==> src/qspi_pkg.sv <==
// --------------------
// Shared definitions for the serial flash controller
// Command word union and header layout
// Sequence codes
// Sizing constants
// --------------------
`default_nettype none

package qspi_pkg;

  // --------------------
  // Sizing
  // --------------------
  localparam int NUM_CS          = 4;
  // Clk cycles of csn low before first and after last SCK edge
  localparam int CS_GUARD_CYCLES = 2;
  localparam int GUARD_W         = $clog2(CS_GUARD_CYCLES + 1);
  // Per-word bit count, 1 to 32
  localparam int BITS_W          = 6;
  localparam int DIV_W           = 8;

  typedef logic [31:0] word_t;
  typedef logic [3:0]  seq_t;

  // --------------------
  // Sequence codes
  // --------------------
  localparam seq_t SEQ_C   = 4'd0;
  localparam seq_t SEQ_CW  = 4'd1;
  localparam seq_t SEQ_CA  = 4'd2;
  localparam seq_t SEQ_CAR = 4'd3;
  localparam seq_t SEQ_CAW = 4'd7;
  localparam seq_t SEQ_CR  = 4'd12;

  // Header view, first word of every command
  typedef struct packed {
    logic [7:0] data_bytes;
    // 0..3 means 1..4 address bytes
    logic [1:0] addr_len;
    seq_t       seq;
    // Active high here, inverted onto csn
    logic [3:0] cs_mask;
    logic [7:0] opcode;
    logic [5:0] pad;
  } cmd_hdr_t;

  // Same buffer entry seen as header or as address/data payload
  typedef union packed {
    cmd_hdr_t hdr;
    word_t    raw;
  } cmd_word_u;

endpackage

`default_nettype wire

==> src/qspi_shift_if.sv <==
// --------------------
// Sequencer to shift engine transfer bus
// Modports for both sides
// --------------------
`default_nettype none

interface qspi_shift_if;
  import qspi_pkg::*;

  // One-cycle request, only while engine is idle
  logic              start;
  // Read transfer, sdo held low
  logic              read;
  logic [BITS_W-1:0] nbits;
  // Left aligned, bit 31 goes out first
  word_t             tx_word;
  // One-cycle pulse after last bit, rx_word valid with it
  logic              done;
  word_t             rx_word;

  modport sequencer (output start, read, nbits, tx_word, input done, rx_word);
  modport shifter   (input start, read, nbits, tx_word, output done, rx_word);

endinterface

`default_nettype wire

==> src/qspi_fifo.sv <==
// --------------------
// Synchronous word FIFO
// Circular buffer, show-ahead head output
// --------------------
`default_nettype none

module qspi_fifo #(
  parameter int DEPTH = 4
) (
  input  logic            clk,
  input  logic            rstn,
  input  logic            push,
  input  qspi_pkg::word_t push_data,
  input  logic            pop,
  output qspi_pkg::word_t head,
  output logic            empty,
  output logic            full
);
  import qspi_pkg::*;

  word_t                  mem [DEPTH];
  logic [$clog2(DEPTH)-1:0] wr_ptr;
  logic [$clog2(DEPTH)-1:0] rd_ptr;
  // One extra bit so that DEPTH itself fits
  logic [$clog2(DEPTH):0]   count;

  // Head is visible as soon as it is written
  assign head  = mem[rd_ptr];
  assign empty = (count == '0);
  // DEPTH is a power of two, MSB set only when full
  assign full  = count[$clog2(DEPTH)];

  always_ff @(posedge clk or negedge rstn) begin
    if (!rstn) begin
      wr_ptr <= '0;
      rd_ptr <= '0;
      count  <= '0;
    end else begin
      // Pointers wrap naturally
      if (push) begin
        wr_ptr <= wr_ptr + 1'b1;
      end
      if (pop) begin
        rd_ptr <= rd_ptr + 1'b1;
      end
      case ({push, pop})
        2'b10:   count <= count + 1'b1;
        2'b01:   count <= count - 1'b1;
        default: count <= count;
      endcase
    end
  end

  // Storage
  always_ff @(posedge clk) begin
    if (push) begin
      mem[wr_ptr] <= push_data;
    end
  end

  a_no_overflow: assert property (@(posedge clk) disable iff (!rstn) full |-> !push)
    else $error("push into a full FIFO");
  a_no_underflow: assert property (@(posedge clk) disable iff (!rstn) empty |-> !pop)
    else $error("pop from an empty FIFO");

endmodule

`default_nettype wire

==> src/qspi_clkgen.sv <==
// --------------------
// SCK divider
// Half period of sck_div+1 clk cycles
// One-cycle rise and fall strobes
// --------------------
`default_nettype none

module qspi_clkgen (
  input  logic                       clk,
  input  logic                       rstn,
  input  logic                       en,
  input  logic [qspi_pkg::DIV_W-1:0] sck_div,
  output logic                       sck,
  output logic                       rise,
  output logic                       fall
);
  import qspi_pkg::*;

  logic [DIV_W-1:0] cnt;
  logic             run;

  // Keep going while high so SCK always parks low
  assign run = en | sck;

  always_ff @(posedge clk or negedge rstn) begin
    if (!rstn) begin
      cnt  <= '0;
      sck  <= 1'b0;
      rise <= 1'b0;
      fall <= 1'b0;
    end else begin
      rise <= 1'b0;
      fall <= 1'b0;
      if (!run) begin
        // Stopped, full half period before the next rise
        cnt <= sck_div;
      end else if (cnt == '0) begin
        cnt  <= sck_div;
        sck  <= ~sck;
        // Strobes line up with the new sck level
        rise <= ~sck;
        fall <= sck;
      end else begin
        cnt <= cnt - 1'b1;
      end
    end
  end

endmodule

`default_nettype wire

==> src/qspi_shift_engine.sv <==
// --------------------
// Bit-serial shift engine, SPI mode 0
// Transmit on fall, sample on rise
// Bit counter and done pulse
// --------------------
`default_nettype none

module qspi_shift_engine (
  input  logic                 clk,
  input  logic                 rstn,
  qspi_shift_if.shifter        shift,
  input  logic                 rise,
  input  logic                 fall,
  input  logic                 sdi,
  output logic                 clk_en,
  output logic                 sdo
);
  import qspi_pkg::*;

  logic              busy;
  // Bits still to be sampled
  logic [BITS_W-1:0] bits_left;
  logic              read_q;
  word_t             tx_sr;
  word_t             rx_sr;
  logic              last_fall;

  // Fall after the final rise closes the transfer
  assign last_fall = busy && fall && (bits_left == '0);

  // Drop enable in that same cycle so no extra SCK edge slips out
  assign clk_en = busy && !last_fall;

  assign shift.rx_word = rx_sr;

  // --------------------
  // Control
  // --------------------
  always_ff @(posedge clk or negedge rstn) begin
    if (!rstn) begin
      busy       <= 1'b0;
      bits_left  <= '0;
      shift.done <= 1'b0;
      sdo        <= 1'b0;
    end else begin
      shift.done <= 1'b0;
      if (shift.start) begin
        busy      <= 1'b1;
        bits_left <= shift.nbits;
        // First bit must be on the line before the first rise
        sdo       <= shift.read ? 1'b0 : shift.tx_word[31];
      end else if (busy) begin
        if (rise) begin
          bits_left <= bits_left - 1'b1;
        end
        if (last_fall) begin
          busy       <= 1'b0;
          shift.done <= 1'b1;
          sdo        <= 1'b0;
        end else if (fall) begin
          sdo <= read_q ? 1'b0 : tx_sr[30];
        end
      end
    end
  end

  // --------------------
  // Shift registers
  // --------------------
  always_ff @(posedge clk) begin
    if (shift.start) begin
      tx_sr  <= shift.tx_word;
      read_q <= shift.read;
    end else if (busy && fall) begin
      tx_sr <= tx_sr << 1;
    end
    // MSB first, oldest bit ends up highest
    if (busy && rise) begin
      rx_sr <= {rx_sr[30:0], sdi};
    end
  end

  // Sequencer must wait for done before the next start
  a_start_idle: assert property (@(posedge clk) disable iff (!rstn) shift.start |-> !busy)
    else $error("transfer start while engine busy");

endmodule

`default_nettype wire

==> src/qspi_sequencer.sv <==
// --------------------
// Transaction FSM
// Header latch and sequence decode
// Byte ordering of address and data words
// Chip-select control with guard time
// --------------------
`default_nettype none

module qspi_sequencer (
  input  logic                        clk,
  input  logic                        rstn,
  input  logic                        cmd_empty,
  input  qspi_pkg::word_t             cmd_head,
  output logic                        cmd_pop,
  input  logic                        rsp_full,
  output logic                        rsp_push,
  output qspi_pkg::word_t             rsp_word,
  qspi_shift_if.sequencer             shift,
  output logic [qspi_pkg::NUM_CS-1:0] csn
);
  import qspi_pkg::*;

  typedef enum logic [2:0] {
    S_IDLE, S_GUARD, S_OPCODE, S_ADDR, S_WRITE, S_READ, S_RELEASE
  } state_t;

  state_t             state;
  state_t             data_state;
  cmd_word_u          head_u;
  cmd_hdr_t           hdr;
  logic [7:0]         bytes_left;
  logic [2:0]         cur_bytes;
  logic [2:0]         word_bytes;
  logic [1:0]         wb_m1;
  logic [GUARD_W-1:0] guard_cnt;
  logic               inflight;
  logic               has_addr;
  logic               has_write;
  logic               has_read;
  logic               launch;
  logic               pop_word;
  logic               read_d;
  logic [BITS_W-1:0]  nbits_d;
  word_t              tx_d;

  // Byte 0 first on the wire, engine sends bit 31 first
  function automatic word_t bswap(input word_t w);
    return {w[7:0], w[15:8], w[23:16], w[31:24]};
  endfunction

  assign head_u = cmd_head;

  // Unknown codes fall back to command only
  assign has_addr  = hdr.seq inside {SEQ_CA, SEQ_CAR, SEQ_CAW};
  assign has_write = hdr.seq inside {SEQ_CW, SEQ_CAW};
  assign has_read  = hdr.seq inside {SEQ_CAR, SEQ_CR};

  // Up to four bytes per word
  assign cur_bytes = (bytes_left > 8'd4) ? 3'd4 : bytes_left[2:0];
  assign wb_m1     = 2'(word_bytes - 3'd1);

  // Phase after opcode or address
  always_comb begin
    data_state = S_RELEASE;
    if (has_write && hdr.data_bytes != '0) begin
      data_state = S_WRITE;
    end else if (has_read && hdr.data_bytes != '0) begin
      data_state = S_READ;
    end
  end

  // --------------------
  // Transfer launch
  // --------------------
  always_comb begin
    launch   = 1'b0;
    pop_word = 1'b0;
    read_d   = 1'b0;
    nbits_d  = '0;
    tx_d     = '0;
    if (!inflight) begin
      case (state)
        S_OPCODE: begin
          launch  = 1'b1;
          nbits_d = 6'd8;
          tx_d    = {hdr.opcode, 24'h0};
        end
        // Low addr_len+1 bytes, moved up to bit 31
        S_ADDR: if (!cmd_empty) begin
          launch   = 1'b1;
          pop_word = 1'b1;
          nbits_d  = {({1'b0, hdr.addr_len} + 3'd1), 3'b000};
          tx_d     = head_u.raw << {~hdr.addr_len, 3'b000};
        end
        // Word popped as the engine takes it
        S_WRITE: if (!cmd_empty) begin
          launch   = 1'b1;
          pop_word = 1'b1;
          nbits_d  = {cur_bytes, 3'b000};
          tx_d     = bswap(head_u.raw);
        end
        // Back-pressure holds the next read word
        S_READ: if (!rsp_full) begin
          launch  = 1'b1;
          read_d  = 1'b1;
          nbits_d = {cur_bytes, 3'b000};
        end
        default: launch = 1'b0;
      endcase
    end
  end

  assign cmd_pop  = ((state == S_IDLE) && !cmd_empty) || pop_word;

  // Received bytes sit low, align to top then swap so byte 0 lands in bits 7..0
  assign rsp_push = (state == S_READ) && shift.done;
  assign rsp_word = bswap(shift.rx_word << {~wb_m1, 3'b000});

  // --------------------
  // State and chip select
  // --------------------
  always_ff @(posedge clk or negedge rstn) begin
    if (!rstn) begin
      state       <= S_IDLE;
      csn         <= '1;
      inflight    <= 1'b0;
      guard_cnt   <= '0;
      bytes_left  <= '0;
      shift.start <= 1'b0;
    end else begin
      shift.start <= launch;
      if (launch) begin
        inflight <= 1'b1;
      end else if (shift.done) begin
        inflight <= 1'b0;
      end
      if (launch && (state == S_WRITE || state == S_READ)) begin
        bytes_left <= bytes_left - 8'(cur_bytes);
      end
      guard_cnt <= '0;
      case (state)
        S_IDLE: if (!cmd_empty) begin
          csn        <= ~head_u.hdr.cs_mask;
          bytes_left <= head_u.hdr.data_bytes;
          state      <= S_GUARD;
        end
        S_GUARD: begin
          guard_cnt <= guard_cnt + 1'b1;
          if (guard_cnt == GUARD_W'(CS_GUARD_CYCLES - 1)) begin
            state <= S_OPCODE;
          end
        end
        S_OPCODE: if (shift.done) begin
          state <= has_addr ? S_ADDR : data_state;
        end
        S_ADDR: if (shift.done) begin
          state <= data_state;
        end
        S_WRITE, S_READ: if (shift.done && bytes_left == '0) begin
          state <= S_RELEASE;
        end
        S_RELEASE: begin
          guard_cnt <= guard_cnt + 1'b1;
          if (guard_cnt == GUARD_W'(CS_GUARD_CYCLES - 1)) begin
            csn   <= '1;
            state <= S_IDLE;
          end
        end
        default: state <= S_IDLE;
      endcase
    end
  end

  // Header and transfer payload
  always_ff @(posedge clk) begin
    if (state == S_IDLE && !cmd_empty) begin
      hdr <= head_u.hdr;
    end
    if (launch) begin
      shift.read    <= read_d;
      shift.nbits   <= nbits_d;
      shift.tx_word <= tx_d;
      word_bytes    <= cur_bytes;
    end
  end

  a_idle_csn: assert property (@(posedge clk) disable iff (!rstn) state == S_IDLE |-> csn == '1)
    else $error("chip select low while idle");
  a_rsp_room: assert property (@(posedge clk) disable iff (!rstn) rsp_push |-> !rsp_full)
    else $error("response push into a full FIFO");

endmodule

`default_nettype wire

==> src/qspi_master.sv <==
// --------------------
// Serial flash controller top level
// Command and response FIFOs, sequencer,
// shift engine and SCK generator
// --------------------
`default_nettype none

module qspi_master (
  input  logic                        clk,
  input  logic                        rstn,
  input  logic [qspi_pkg::DIV_W-1:0]  sck_div,
  // Command stream
  input  logic                        cmd_valid,
  output logic                        cmd_ready,
  input  logic [31:0]                 cmd_data,
  // Response stream
  output logic                        rsp_valid,
  input  logic                        rsp_ready,
  output logic [31:0]                 rsp_data,
  // SPI pins
  output logic                        sck,
  output logic [qspi_pkg::NUM_CS-1:0] csn,
  output logic                        sdo,
  input  logic                        sdi
);
  import qspi_pkg::*;

  logic  cmd_full;
  logic  cmd_empty;
  logic  cmd_pop;
  word_t cmd_head;
  logic  rsp_full;
  logic  rsp_empty;
  logic  rsp_push;
  word_t rsp_word;
  logic  clk_en;
  logic  rise;
  logic  fall;

  qspi_shift_if shift_bus ();

  // Stream handshakes map straight onto FIFO flags
  assign cmd_ready = ~cmd_full;
  assign rsp_valid = ~rsp_empty;

  qspi_fifo u_cmd_fifo (
    .clk       (clk),
    .rstn      (rstn),
    .push      (cmd_valid & ~cmd_full),
    .push_data (cmd_data),
    .pop       (cmd_pop),
    .head      (cmd_head),
    .empty     (cmd_empty),
    .full      (cmd_full)
  );

  qspi_fifo u_rsp_fifo (
    .clk       (clk),
    .rstn      (rstn),
    .push      (rsp_push),
    .push_data (rsp_word),
    .pop       (rsp_ready & ~rsp_empty),
    .head      (rsp_data),
    .empty     (rsp_empty),
    .full      (rsp_full)
  );

  qspi_sequencer u_sequencer (
    .clk       (clk),
    .rstn      (rstn),
    .cmd_empty (cmd_empty),
    .cmd_head  (cmd_head),
    .cmd_pop   (cmd_pop),
    .rsp_full  (rsp_full),
    .rsp_push  (rsp_push),
    .rsp_word  (rsp_word),
    .shift     (shift_bus.sequencer),
    .csn       (csn)
  );

  qspi_shift_engine u_engine (
    .clk    (clk),
    .rstn   (rstn),
    .shift  (shift_bus.shifter),
    .rise   (rise),
    .fall   (fall),
    .sdi    (sdi),
    .clk_en (clk_en),
    .sdo    (sdo)
  );

  qspi_clkgen u_clkgen (
    .clk     (clk),
    .rstn    (rstn),
    .en      (clk_en),
    .sck_div (sck_div),
    .sck     (sck),
    .rise    (rise),
    .fall    (fall)
  );

endmodule

`default_nettype wire

==> config.mk <==
export PLATFORM = sky130hd
export DESIGN_NAME = qspi_master
export DESIGN_NICKNAME = d
export VERILOG_FILES = /design/src/qspi_pkg.sv /design/src/qspi_shift_if.sv /design/src/qspi_fifo.sv /design/src/qspi_clkgen.sv /design/src/qspi_shift_engine.sv /design/src/qspi_sequencer.sv /design/src/qspi_master.sv
export SDC_FILE = /design/constraint.sdc
export NUM_CORES = 1
export LEC_CHECK = 0
export BUFFER_PORTS_ARGS = -buffer_cell sky130_fd_sc_hd__buf_2
export CAP_MARGIN = 15
export CELL_PAD_IN_SITES_DETAIL_PLACEMENT = 0
export CELL_PAD_IN_SITES_GLOBAL_PLACEMENT = 1
export CORE_UTILIZATION = 35
export DETAILED_ROUTE_END_ITERATION = 8
export PLACE_DENSITY = 0.56
export SYNTH_ARGS = -nofsm -noshare
export SYNTH_HDL_FRONTEND = slang
export SYNTH_SLANG_ARGS = --single-unit
==> constraint.sdc <==
create_clock -name clk -period 6 [get_ports clk]
set_clock_uncertainty 0.15 [all_clocks]
set_input_delay 0.9 -clock clk [delete_from_list [all_inputs] [get_ports clk]]
set_output_delay 0.9 -clock clk [all_outputs]
set_load 0.01 [all_outputs]
==> results.tsv <==
stage	metric	value	unit
power	leakage power	7.319	nW
power	overall power	10.05	mW
synth	yosys synthesis warning count	0	
setup_path	critical path type	reg2out	
final_layout	area of all placed cells without fillers	21640	sq um
cts	hold buffer count at cts	0	
power	areal power density over the cells	464.5	nW/um^2
cts	buffer cell driving the clock tree root	clkbuf_16	
setup_path	Arr. time, crit path	2420	ps
final_layout	share of cells above drive strength 1	0.2844	
sta	final critical-path share of the clock period	0.5780	
setup_path	Critical Path Sink Type	output port	
cts	buffers inserted by post-CTS timing repair	0	
routing	number of vias per cell after detailed routing	5.149	
setup_path	Req. time, crit path	4950	ps
place	cell area after placement	19930	sq um
cts	clock latency at the later pin of the worst-skew pair	600	ps
place	GPL Wtd Cong	0.7568	
global_routing	pin count of the biggest net entering global routing	54	
setup_path	largest fanout on the critical path	29	
setup_path	launching element type of the critical path	register	
cts	number of gates given a new drive strength after cts	0	
setup_path	critical-path cell list	buf_4, mux4_2, buf_2	
sta	Worst Max-Slew Pin Slew	922.5	ps
place	Detailed Place HPWL	27.41	mm
setup_path	slowest stage delay, CP	630	ps
final_layout	antenna fix cells	0	
place	IO Port Bufs	84	
final_layout	area grow syn2layout	15.66	%
setup_path	buffering stage count on the worst path with inverters included	2	
cts	number of buffers added by the clock tree synthesis step	48	
global_routing	wire length of the first global-routing pass	63.29	mm
sta	fin crit period	3468	ps
routing	post-detailed-routing wire length	41.35	mm
sta	RSZ-0062 raised after global routing	no	
sta	f_max	288.4	MHz
synth	fraction of post-synthesis cell area in the top cell type by area	0.6099	
final_layout	final net count	1243	
final_layout	utilization after layout	0.4110	
global_routing	via count of the first global-routing pass	10283	
sta	sum of negative setup slack	0	ps
sta	number of max-slew violations in the final report	0	
routing	first-pass iteration count of the detailed router	5	
routing	routed length per placed instance	21.67	um
run_status	result of the run	finished, final reports clean	
setup_path	category of cells accounting for the largest share of critical-path delay	buffers and inverters	
floorplan	# rows	84	
floorplan	die area	54390	sq um
worst_hold_path	Hold Crit Class	reg2reg	
sta	Relative slew margins	0.3850	
final_layout	fill count	4743	
routing	vias	9824	
floorplan	Core Footprint	52660	sq um
sta	count of final setup violators	0	
synth	post-synthesis async set-or-reset flop share	0.1224	
global_routing	number of antenna violations at the first check in global routing	0	
cts	clock transition time at the flip-flop clock pins of the worst setup and hold paths	60	ps
power	Worst VDD drop	0.2333	mV
synth	post-synthesis cell type count	69	
cts	number of H-tree levels	2	
synth	largest area contributor in the synthesized netlist	edfxtp_1	
sta	final hold vios	0	
cts	clk sink count	433	
synth	Post-Synthesis Net Count	1141	
synth	Avg Inst Size Synth	17.36	sq um
floorplan	I/O Pins	85	
global_routing	total overflow reported by the global router	0	
synth	number of synthesized register bits	433	
routing	post-route antenna net violation count	0	
flow_run	reported max-cap violation count	0	
cts	clock tree buffer depth	3	
global_routing	gr usage total	0.1550	
floorplan	width of the chip	233.2	um
synth	number of flops mapped to enable cells by yosys	380	
synth	Seq/Total Area, Yosys	0.6810	
synth	gate count after technology mapping	1078	
routing	drt initial violations	638	
synth	ys flop type	edfxtp_1	
synth	synthesized cell area	18710	sq um
floorplan	Initial Utilization	0.3553	
setup_path	Critical-path top delay cell	mux4_2	
routing	number of remaining DRC errors	0	
cts	TritonCTS clock tree	built	
synth	cells taking the most area after synthesis	edfxtp_1 (61%), mux4_2 (12%), dfrtp_1 (6.6%)	
floorplan	vertical die dimension	233.2	um
[power by group]
part | total [mW] | switching (mW) | internal [mW]
combinational | 2.63 | 1.44 | 1.19
sequential | 4.32 | 0.416 | 3.91
clock | 3.10 | 1.20 | 1.90
[metrics by stage]
step                setup slack [ps]  hold WS (ps)  cells
global route                    2346         303.5   1908
global placement                2875         270.3   1817
finish                          2532         281.0   1908
floorplan                       1398         259.9   1078
CTS                             2426         288.7   1907
detailed placement              2877         276.3   1817
[sequential cells by signal (all words and copies together) (netlist names), 2 cells and up]
name                       count
u_cmd_fifo.count               3
u_sequencer.shift.tx_word     32
u_cmd_fifo.mem               128
u_sequencer.state              3
u_rsp_fifo.count               3
u_sequencer.bytes_left         8
u_sequencer.word_bytes         2
u_sequencer.hdr               22
u_sequencer.shift.nbits        3
u_engine.bits_left             6
u_engine.tx_sr                31
u_clkgen.cnt                   8
u_rsp_fifo.mem               128
u_cmd_fifo.rd_ptr              2
u_rsp_fifo.wr_ptr              2
u_sequencer.csn                4
u_engine.shift.rx_word        32
u_rsp_fifo.rd_ptr              2
u_cmd_fifo.wr_ptr              2
u_sequencer.guard_cnt          2
[cells in the final DEF (no fill, tap or decap), types with 6 or more instances in the layout]
| cell type | n |
|---|---|
| edfxtp_1 | 380 |
| buf_4 | 26 |
| dfrtp_1 | 46 |
| xor2_1 | 9 |
| o21ai_0 | 37 |
| mux2_2 | 48 |
| bufinv_16 | 8 |
| clkbuf_16 | 48 |
| mux4_2 | 97 |
| nand2_1 | 63 |
| nand3_1 | 24 |
| a21oi_1 | 25 |
| nor2b_1 | 6 |
| nand2b_1 | 6 |
| buf_2 | 84 |
| nor4_1 | 10 |
| xnor2_1 | 14 |
| a22oi_1 | 21 |
| inv_1 | 27 |
| and2_1 | 21 |
| or3_1 | 8 |
| nor3_1 | 10 |
| mux4_1 | 9 |
| ha_1 | 16 |
| mux2i_1 | 25 |
| clkbuf_1 | 13 |
| nor2_1 | 38 |
| clkinv_1 | 6 |
[layer usage]
layer | track usage | vias up | wire length, um
met3 | 0.02356 | 54 | 1558
met1 | 0.2131 | 5064 | 19100
met2 | 0.2535 | 193 | 19920
li1 | - | 4513 | -
met5 | 0 | - | 0
met4 | 0.04534 | 0 | 770
[cell families after synthesis]
| kind of cell | Yosys count | share of synthesized area |
|---|---|---|
| xor+xnor | 23 | 0.01077 |
| compound gates | 124 | 0.04300 |
| buf+inv | 87 | 0.02093 |
| mux | 179 | 0.1717 |
| fa+ha+maj | 18 | 0.01284 |
| flops | 433 | 0.6810 |
| other cells | 1 | 0.0002004 |
| simple gates | 213 | 0.05958 |
[Yosys cell counts (14+ instances only)]
master    number
a21oi_1       25
a22oi_1       21
and2_1        21
buf_2         25
clkbuf_1      26
dfrtp_1       49
edfxtp_1     380
ha_1          16
inv_1         27
mux2_2        48
mux2i_1       25
mux4_2        97
nand2_1       63
nand3_1       24
nor2_1        38
o21ai_0       37
xnor2_1       14
[final cells by class]
cell class	instances	area (sq um)	area share
flip-flops and latches	433	12750	0.5890
multi-input cells	558	5600	0.2588
clock buffers	66	1319	0.06094
well taps	688	860.8	0.03978
repair buffers	111	626.9	0.02897
clock inverters	24	382.9	0.01769
inverters	28	105.1	0.004857
[worst reg2reg max path, cell delays in order, from the launching register on]
cell and delay [ps]:
dfrtp_2 930, buf_4 600, mux4_1 640, mux2i_1 220
and2_1 160, o32ai_1 80
[worst paths after layout]
kind                                     startpoint                             to  slack, ps  cells after the start
hold / removal             u_sequencer.guard_cnt[0]       u_sequencer.guard_cnt[0]        280                      1
hold reg to reg            u_sequencer.guard_cnt[0]       u_sequencer.guard_cnt[0]        280                      1
max in group asynchronous                      rstn           u_rsp_fifo.rd_ptr[0]       4860                      2
setup / recovery               u_rsp_fifo.rd_ptr[0]                   rsp_data[17]       2530                      3
min in group asynchronous                      rstn      u_sequencer.bytes_left[2]        300                      2
setup reg to reg               u_cmd_fifo.rd_ptr[1]  u_sequencer.shift.tx_word[31]       2970                      5
Note: power is estimated with default switching activity, not from simulation.
